`src/common/timing_pkg.sv`:
```
package timing_pkg;

  // Free-running time word
  typedef logic [63:0] time_t;

  // Timed gate FSM states
  typedef enum logic [2:0] {
    IDLE      = 3'd0,
    // Request accepted, waiting for its timestamp
    WAIT_TIME = 3'd1,
    // One-cycle strobe towards the windows
    ISSUE     = 3'd2,
    // Waiting for a bank ack or the timeout
    WAIT_ACK  = 3'd3,
    // Upstream ack cycle
    RESPOND   = 3'd4
  } gate_state_t;

endpackage

```
`src/common/ctrlport_pkg.sv`:
```
package ctrlport_pkg;

  // Field widths of the control-port bus
  localparam int ADDR_W = 20;
  localparam int DATA_W = 32;
  localparam int BYTE_W = DATA_W / 8;

  // Response status codes
  typedef enum logic [1:0] {
    STS_OKAY    = 2'd0,
    STS_CMDERR  = 2'd1,
    STS_TSERR   = 2'd2,
    STS_WARNING = 2'd3
  } ctrlport_status_t;

  // One request word, strobes first
  typedef struct packed {
    logic              wr;
    logic              rd;
    logic [ADDR_W-1:0] addr;
    logic [9:0]        portid;
    logic [15:0]       rem_epid;
    logic [9:0]        rem_portid;
    logic [DATA_W-1:0] data;
    logic [BYTE_W-1:0] byte_en;
    logic              has_time;
    // Execution time, compared against the timekeeper
    logic [63:0]       timestamp;
  } ctrlport_req_t;

  // Response word, valid while ack is high
  typedef struct packed {
    logic              ack;
    ctrlport_status_t  status;
    logic [DATA_W-1:0] data;
  } ctrlport_resp_t;

endpackage
```
`src/ctrlport_subsystem.sv`:
```
module ctrlport_subsystem
  import ctrlport_pkg::*;
  import timing_pkg::*;
#(
  parameter int BASE_A         = 'h0000,
  parameter int SIZE_A         = 32,
  parameter int BASE_B         = 'h0100,
  parameter int SIZE_B         = 64,
  parameter int TIMEOUT_CYCLES = 16
) (
  input  logic           ctrlport_clk,
  input  logic           rst_n,
  // Upstream control port
  input  ctrlport_req_t  s_req,
  output ctrlport_resp_t s_resp,
  // Time load and readout
  input  logic           time_set_stb,
  input  time_t          time_set_value,
  output time_t          time_now
);

  // One 32-bit register per word of each window
  localparam int REGS_A = SIZE_A / 4;
  localparam int REGS_B = SIZE_B / 4;

  time_t          now_time;
  ctrlport_req_t  gate_req;
  ctrlport_req_t  req_a;
  ctrlport_req_t  req_b;
  ctrlport_resp_t resp_a;
  ctrlport_resp_t resp_b;

  ctrlport_timekeeper u_timekeeper (
    .ctrlport_clk (ctrlport_clk),
    .rst_n        (rst_n),
    .set_stb      (time_set_stb),
    .set_value    (time_set_value),
    .now_time     (now_time)
  );

  assign time_now = now_time;

  ctrlport_timed_gate #(
    .TIMEOUT_CYCLES (TIMEOUT_CYCLES)
  ) u_gate (
    .ctrlport_clk (ctrlport_clk),
    .rst_n        (rst_n),
    .s_req        (s_req),
    .s_resp       (s_resp),
    .now_time     (now_time),
    .m_req        (gate_req),
    .resp_a       (resp_a),
    .resp_b       (resp_b)
  );

  // The gate merges the bank responses itself
  ctrlport_window #(
    .BASE_ADDRESS (BASE_A),
    .WINDOW_SIZE  (SIZE_A)
  ) u_window_a (
    .s_req  (gate_req),
    .s_resp (),
    .m_req  (req_a),
    .m_resp (resp_a)
  );

  ctrlport_window #(
    .BASE_ADDRESS (BASE_B),
    .WINDOW_SIZE  (SIZE_B)
  ) u_window_b (
    .s_req  (gate_req),
    .s_resp (),
    .m_req  (req_b),
    .m_resp (resp_b)
  );

  ctrlport_reg_bank #(
    .NUM_REGS (REGS_A)
  ) u_bank_a (
    .ctrlport_clk (ctrlport_clk),
    .rst_n        (rst_n),
    .req          (req_a),
    .resp         (resp_a)
  );

  ctrlport_reg_bank #(
    .NUM_REGS (REGS_B)
  ) u_bank_b (
    .ctrlport_clk (ctrlport_clk),
    .rst_n        (rst_n),
    .req          (req_b),
    .resp         (resp_b)
  );

endmodule

```
`src/ctrlport_reg_bank.sv`:
```
module ctrlport_reg_bank
  import ctrlport_pkg::*;
#(
  parameter int NUM_REGS = 8
) (
  input  logic           ctrlport_clk,
  input  logic           rst_n,
  input  ctrlport_req_t  req,
  output ctrlport_resp_t resp
);

  localparam int IDX_W = (NUM_REGS > 1) ? $clog2(NUM_REGS) : 1;

  logic [DATA_W-1:0] regs [NUM_REGS];
  logic [IDX_W-1:0]  idx;

  // Word index, base is aligned to the window size
  assign idx = req.addr[2 +: IDX_W];

  // Register file with byte-enable writes
  always_ff @(posedge ctrlport_clk or negedge rst_n) begin
    if (!rst_n) begin
      for (int i = 0; i < NUM_REGS; i++) begin
        regs[i] <= '0;
      end
    end else if (req.wr) begin
      for (int b = 0; b < BYTE_W; b++) begin
        if (req.byte_en[b]) begin
          regs[idx][8*b +: 8] <= req.data[8*b +: 8];
        end
      end
    end
  end

  // Ack one cycle after either strobe
  always_ff @(posedge ctrlport_clk or negedge rst_n) begin
    if (!rst_n) begin
      resp <= '0;
    end else begin
      resp.ack    <= req.wr | req.rd;
      resp.status <= STS_OKAY;
      // Write acks carry zero data
      if (req.rd) begin
        resp.data <= regs[idx];
      end else begin
        resp.data <= '0;
      end
    end
  end

endmodule

```
`src/timed_gate/ctrlport_timed_gate.sv`:
```
module ctrlport_timed_gate
  import ctrlport_pkg::*;
  import timing_pkg::*;
#(
  parameter int TIMEOUT_CYCLES = 16
) (
  input  logic           ctrlport_clk,
  input  logic           rst_n,
  // Upstream master
  input  ctrlport_req_t  s_req,
  output ctrlport_resp_t s_resp,
  // Current time from the timekeeper
  input  time_t          now_time,
  // Issued request and the bank responses
  output ctrlport_req_t  m_req,
  input  ctrlport_resp_t resp_a,
  input  ctrlport_resp_t resp_b
);

  localparam int CNT_W = $clog2(TIMEOUT_CYCLES + 1);

  gate_state_t      state;
  ctrlport_req_t    req_q;
  ctrlport_resp_t   resp_q;
  ctrlport_resp_t   merged_resp;
  logic [CNT_W-1:0] wait_cnt;
  logic             new_req;
  logic             is_late;
  logic             is_future;
  logic             time_reached;
  logic             timed_out;

  assign new_req = s_req.wr | s_req.rd;

  // Timestamp checks at capture
  assign is_late   = s_req.has_time && (s_req.timestamp < now_time);
  assign is_future = s_req.has_time && (s_req.timestamp > now_time);

  // Greater-or-equal also covers a forward jump of the timekeeper
  assign time_reached = (now_time >= req_q.timestamp);

  assign timed_out = (wait_cnt == CNT_W'(TIMEOUT_CYCLES - 1));

  // Windows never overlap, so at most one bank drives a nonzero response
  assign merged_resp = ctrlport_resp_t'(resp_a | resp_b);

  // Issue strobe is high for the single ISSUE cycle
  always_comb begin
    m_req    = req_q;
    m_req.wr = req_q.wr & (state == ISSUE);
    m_req.rd = req_q.rd & (state == ISSUE);
  end

  // Request capture
  always_ff @(posedge ctrlport_clk) begin
    if (state == IDLE && new_req) begin
      req_q <= s_req;
    end
  end

  // Response to be returned in RESPOND
  always_ff @(posedge ctrlport_clk) begin
    if (state == IDLE && new_req && is_late) begin
      resp_q <= '{ack: 1'b1, status: STS_TSERR, data: '0};
    end else if (state == WAIT_ACK) begin
      if (merged_resp.ack) begin
        resp_q <= merged_resp;
      end else if (timed_out) begin
        // Nobody answered, the address is unmapped
        resp_q <= '{ack: 1'b1, status: STS_CMDERR, data: '0};
      end
    end
  end

  always_ff @(posedge ctrlport_clk or negedge rst_n) begin
    if (!rst_n) begin
      state    <= IDLE;
      wait_cnt <= '0;
      s_resp   <= '0;
    end else begin
      s_resp <= '0;
      case (state)
        IDLE: begin
          wait_cnt <= '0;
          if (new_req) begin
            if (is_late) begin
              state <= RESPOND;
            end else if (is_future) begin
              state <= WAIT_TIME;
            end else begin
              state <= ISSUE;
            end
          end
        end
        WAIT_TIME: begin
          if (time_reached) begin
            state <= ISSUE;
          end
        end
        ISSUE: begin
          wait_cnt <= '0;
          state    <= WAIT_ACK;
        end
        WAIT_ACK: begin
          if (merged_resp.ack || timed_out) begin
            state <= RESPOND;
          end else begin
            wait_cnt <= wait_cnt + CNT_W'(1);
          end
        end
        RESPOND: begin
          // One-cycle ack upstream
          s_resp <= resp_q;
          state  <= IDLE;
        end
        default: begin
          state <= IDLE;
        end
      endcase
    end
  end

endmodule

```
`src/ctrlport_timekeeper.sv`:
```
module ctrlport_timekeeper
  import timing_pkg::*;
(
  input  logic  ctrlport_clk,
  input  logic  rst_n,
  // Software load of the current time
  input  logic  set_stb,
  input  time_t set_value,
  output time_t now_time
);

  time_t count;

  // Counts every clock, a load takes priority
  always_ff @(posedge ctrlport_clk or negedge rst_n) begin
    if (!rst_n) begin
      count <= '0;
    end else if (set_stb) begin
      count <= set_value;
    end else begin
      count <= count + time_t'(1);
    end
  end

  assign now_time = count;

endmodule

```
`src/ctrlport_window.sv`:
```
module ctrlport_window
  import ctrlport_pkg::*;
#(
  parameter int BASE_ADDRESS = 0,
  parameter int WINDOW_SIZE  = 32
) (
  // Upstream side
  input  ctrlport_req_t  s_req,
  output ctrlport_resp_t s_resp,
  // Downstream side
  output ctrlport_req_t  m_req,
  input  ctrlport_resp_t m_resp
);

  logic in_range;

  // Half-open range check on the byte address
  assign in_range = (s_req.addr >= BASE_ADDRESS) &&
                    (s_req.addr < BASE_ADDRESS + WINDOW_SIZE);

  always_comb begin
    m_req    = s_req;
    // Only the strobes are masked
    m_req.wr = s_req.wr & in_range;
    m_req.rd = s_req.rd & in_range;
  end

  // Response goes back untouched
  assign s_resp = m_resp;

endmodule

```
`config.mk`:
```
export PLATFORM = sky130hd
export DESIGN_NAME = ctrlport_subsystem
export DESIGN_NICKNAME = d
export VERILOG_FILES = /design/src/common/timing_pkg.sv /design/src/common/ctrlport_pkg.sv /design/src/ctrlport_subsystem.sv /design/src/ctrlport_reg_bank.sv /design/src/timed_gate/ctrlport_timed_gate.sv /design/src/ctrlport_timekeeper.sv /design/src/ctrlport_window.sv
export SDC_FILE = /design/constraint.sdc
export NUM_CORES = 2
export LEC_CHECK = 0
export ABC_AREA = 1
export BUFFER_PORTS_ARGS = -buffer_cell sky130_fd_sc_hd__buf_4
export CAP_MARGIN = 25
export CORE_MARGIN = 2
export CORE_UTILIZATION = 63
export CTS_BUF_LIST = sky130_fd_sc_hd__clkbuf_2 sky130_fd_sc_hd__clkbuf_4 sky130_fd_sc_hd__clkbuf_8
export DETAILED_ROUTE_END_ITERATION = 10
export GPL_TIMING_DRIVEN = 0
export HOLD_SLACK_MARGIN = 0.02
export MAX_ROUTING_LAYER = met4
export PLACE_DENSITY = 0.83
export SYNTH_ARGS = -nofsm -noshare
export SYNTH_HDL_FRONTEND = slang
export SYNTH_SLANG_ARGS = --single-unit
export TNS_END_PERCENT = 100
```
`constraint.sdc`:
```
create_clock -name ctrlport_clk -period 9.2 [get_ports ctrlport_clk]
set_clock_uncertainty 0.15 [all_clocks]
set_input_delay 0.92 -clock ctrlport_clk [delete_from_list [all_inputs] [get_ports ctrlport_clk]]
set_output_delay 0.92 -clock ctrlport_clk [all_outputs]
set_load 0.1 [all_outputs]
```
* Word-level counts from Yosys, hierarchy flattened *
Cells that the tools add are included.

storage, ports and cells
  flip-flop bits (word level) = 1098

operators by class
  multiplexer cells = 58
  reduce and logical (&&, ||, !) cells = 15
  add/subtract/negate cells = 2
  order comparisons = 10
  bitwise logic cells = 12
  eq/ne operators = 9

operators by type and width
  operator               number
  $mux 512               7
  $bwmux 512             4
  $mux 256               7
  $bwmux 256             4
  $demux 32 s4           4
  $demux 32 s3           4
  $mux 32                8
  $bmux 32 s4            1
  $mux 35                3
  $bmux 32 s3            1
  $add 64x1->64 const B  1
  $ge 64x64->1           1
  $gt 64x64->1           1
  $lt 64x64->1           1
  $mux 64                1
  $mux 24                2
  $or 35x35->35          1
  $mux 16                2
  $ge 20x9->1 const B    1
  $lt 20x6->1 const B    1
  $lt 20x9->1 const B    1
  $mux 8                 2
  $mux 3                 4
  $pmux 3 s4             1
  25 further kinds       43

* Longest topological paths before layout *
  word-level depth = 16
  mapped depth = 20
  depth with buffers taken out = 19

* Modules after synthesis *
Synthesis repeated with hierarchy kept, for this count alone.

second synthesis, totals
  cell total of the unflattened synthesis = 7295
  area total of the unflattened synthesis = 57726.6 sq um

by module, submodules not included
  module                        instances  cells an instance  seq. area each (sq um)  area each (sq um)
  ctrlport_reg_bank (u_bank_b)  1          3317               13638.1                 24790.0
  ctrlport_reg_bank (u_bank_a)  1          1646               7231.9                  12967.4
  ctrlport_timed_gate           1          1253               6531.3                  12597.1
  ctrlport_timekeeper           1          658                1601.5                  4347.9
  ctrlport_window (u_window_a)  1          211                0.0                     1512.7
  ctrlport_window (u_window_b)  1          210                0.0                     1511.4

* Least setup slack after synthesis *
OpenSTA, ideal clock, no wires.

  path kind = input-to-reg
  start = input port s_req[157] in the netlist's numbering
  end = register u_gate.resp_q[10] in the netlist's numbering
  library setup time = 0.109 ns
  arrival = 7.304 ns
  cell stages on the path = 6
  setup slack = 1.636 ns
  path buffers = 1
  data required time = 8.941 ns
  cells stage by stage = nor2_1 nor2_1 nand2_1 buf_2 nand2_1 inv_1

between the ends
  word-level cells in the longest chain between the ends = 3

ends and longest elaborated chain
  item                            line                       text
  start, declared                 ctrlport_subsystem.sv:14   input ctrlport_req_t s_req,
  $or 1x1->1                      ctrlport_timed_gate.sv:33  assign new_req = s_req.wr | s_req.rd;
  $logic_and 1x1->1 (2 in a row)  ctrlport_timed_gate.sv:63  if (state == IDLE && new_req && is_late) begin
  end signal, assigned            ctrlport_timed_gate.sv:64  resp_q <= '{ack: 1'b1, status: STS_TSERR, data: '0};
  end signal, assigned            ctrlport_timed_gate.sv:67  resp_q <= merged_resp;
  end signal, assigned            ctrlport_timed_gate.sv:70  resp_q <= '{ack: 1'b1, status: STS_CMDERR, data: '0};
  end, declared                   ctrlport_timed_gate.sv:24  ctrlport_resp_t resp_q;

No other way between the ends.
A chain may end at the register's enable or synchronous reset.

==> results.md <==
- Status: complete, but fails checks
- Failing checks: DRC
- Vias per Instance: 6.15
- Final Cycle Share: 42.9%
- Synth Cell Area: 0.0486 mm2
- Max Cap Viol: 0
- Hold Fails Final Rpt: 0
- Placed Area: 0.0523 mm2
- DIE WIDTH: 282 um
- Post-route ant nets: 0
- Detailed-route DRC error count: 2
- Worst hold path type: in -> reg
- Hold depth: 1
- Synth Area in Adders: 3.37%
- HPWL after detailed placement: 113000 um
- Compound-Gate Fraction of Synth Area: 18.0%
- Synth unique cells: 49
- CP Launch Type: input port
- Die Y: 282 um
- I/O pin count: 325
- Post-synth EDFFs: 120
- Initial antenna violation count: 8
- CTS buffer count: 174
- CP endpoint kind: async pin
- CTS max path bufs: 3
- Largest family of logic cells by synthesized area: compound AO/OA/AOI/OAI gates
- CTS tree: built
- Synth area leader: dfrtp_1
- Synth Area in Simple Gates: 15.1%
- RePlAce Congestion: 1.01
- #FFs+latches synth: 1095
- Worst-Skew Late Latency: 0.86 ns
- Initial Utilization: 63.8%
- Htree depth: 4
- Synth Warn #: 0
- Final Setup Violations: 0
- Worst Max-Slew Pin Slew: 1.09 ns
- Relative slew slack: 27.0%
- Max Slew Vio Count: 0
- CORE AREA: 0.0762 mm2
- Worst path required time: 9.95 ns
- Buffers on Ports: 285
- Worst slack, placed: 4.86 ns
- Total Routing Usage GR: 39.4%
- Final Util: 73.7%
- Reg clk slew, reported paths: 0.06 ns
- Vias: 41200
- Drt pass-1 iters: 9
- FILL cells: 5383
- Main flop type after synthesis: dfrtp_1
- CTS sink cnt: 1095
- Largest net degree at the start of global routing: 125
- First-pass GRT wire length: 230000 um
- Vias in the first global route: 40900
- Seq/Total Area, Yosys: 57.3%
- PwrDens: 219 mW/mm2
- Layout cells sized above 1: 14.8%
- P&R area growth vs syn: 15.6%
- Max rail drop VDD: 0.000177 V
- Yosys top cell area share: 48.5%
- Postcts setup bufs: 0
- GR Overflow Total: 0
- Mean Syn Cell Area: 9.62 um2
- CP Data Arrival Time: 4.70 ns
- Crit Path Max Fanout: 124
- Synth area leaders: dfrtp_1 48%, nand2_1 9.4%, o21ai_0 8.1%, edfxtp_1 7.4%, ha_1 3.4%
- Root Buffer: clkbuf_8
- Post-synthesis mux area share: 0%
- Async S/R FF share, synth: 85.9%
- Synth Area in XOR/XNOR: 0.631%
- Net Count, Synth: 5407
- Crit Path Class: in -> async
- # rows: 101
- RSZ-0062 raised after global routing: no
- Area of the die: 0.0794 mm2
- Layout net count: 5882
- Initial DRC count: 5257
- Min cycle time layout: 3.95 ns
- Final Cell Area: 0.0562 mm2
- Fmax: 253 MHz
- Final worst slack: 5.25 ns
- Final WL: 150000 um
- DR WL/cell: 22.4 um
- Reg2Reg Depth: 8
- Leakage: 0.0266 uW
- Syn Inst Count: 5050
==> cell usage in the layout (no fill, tap or decap), drive strengths merged, types with 62 or more instances in the layout <==
master  count
o22a      124
ha        131
a21oi      73
o22ai     156
buf       424
dfrtp     941
nand2    1289
nor3       65
nor2      256
edfxtp    120
clkbuf    445
o221ai    124
inv       331
a22o       62
o21ai     885
==> state kept, by name, indices dropped and copies added, names as in the netlist <==
register	cells
u_bank_a.regs	256
u_bank_a.resp	33
u_bank_b.regs	512
u_bank_b.resp	33
u_gate.m_req	118
u_gate.req_q	2
u_gate.resp_q	34
u_gate.s_resp	35
u_gate.state	3
u_gate.wait_cnt	5
u_timekeeper.now_time	64
==> kinds of logic (layout without fill, tap and decap cells) <==
kind of cell | Yosys count | in the layout
compound gates | 1457 | 1457
xor+xnor | 35 | 35
flops | 1095 | 1095
buf+inv | 621 | 1236
other cells | 0 | 9
fa+ha+maj | 131 | 131
simple gates | 1711 | 1711
==> power by group <==
group	total (uW)	internal [uW]	switching, uW
Sequential	5200	5090	111
Combinational	2610	740	1870
Clock	4460	2470	1990
==> routing by layer <==
metal | global-route usage (%) | wire [um]
met5 | - | 0
met4 | 23.9 | 10000
met3 | 8.39 | 14300
met2 | 61.0 | 69400
met1 | 47.8 | 56400
==> timing repair <==
action,in CTS,in global routing
hold buffers,1,0
gates resized for setup,0,0
endpoints found under the hold margin,65,0
==> cell type report <==
cell class | count | area, um2 | share of cell area (%)
Sequential cell | 1095 | 27800 | 49.6
Clock buffer | 271 | 3390 | 6.03
Tap cell | 1030 | 1290 | 2.29
Buffer | 300 | 1550 | 2.77
Antenna cell | 9 | 22.5 | 0.0401
Clock inverter | 45 | 398 | 0.709
Inverter | 321 | 1200 | 2.15
Timing Repair Buffer | 299 | 2460 | 4.38
Multi-Input combinational cell | 3334 | 18000 | 32.1
==> cell usage after synthesis (96+ instances only) <==
library cell,count
nand2_1,1215
dfrtp_1,941
o21ai_0,789
inv_1,314
nor2_1,228
clkbuf_1,174
o22ai_1,156
ha_1,131
o221ai_1,124
o22a_1,124
edfxtp_1,120
o21ai_1,96
==> critical path, cell delays in order <==
cell,delay [ns]
dlygate4sd3_1,0.56
buf_8,0.40
buf_16,0.43
buf_16,0.46
buf_16,0.47
buf_16,0.52
buf_16,0.46
==> path summary, 6_finish.rpt <==
path | start | to | slack (ns)
min | s_req[65] | u_gate.m_req[65] | 0.09
max reg2reg | u_gate.m_req[139] | u_bank_b.resp[31] | 5.52
max in group ctrlport_clk | u_gate.m_req[139] | u_bank_b.resp[31] | 5.52
min in group asynchronous | rst_n | u_timekeeper.now_time[45] | 0.45
max | rst_n | u_bank_b.regs[279] | 5.25
min reg2reg | u_gate.resp_q[32] | u_gate.s_resp[32] | 0.28
==> through the flow <==
stage	total power, uW	hold WS, ns	TNS (ns)	std cells
6_report	12300	0.0901	0	6704
5_1_grt	12700	0.0900	0	6702
4_1_cts	12200	0.0543	0	6695
3_5_place_dp	7810	0.272	0	6378
3_3_place_gp	7770	0.263	-3629.74	6365
2_1_floorplan	6820	0.254	0	5050
Power figures use the tool's default switching activity.
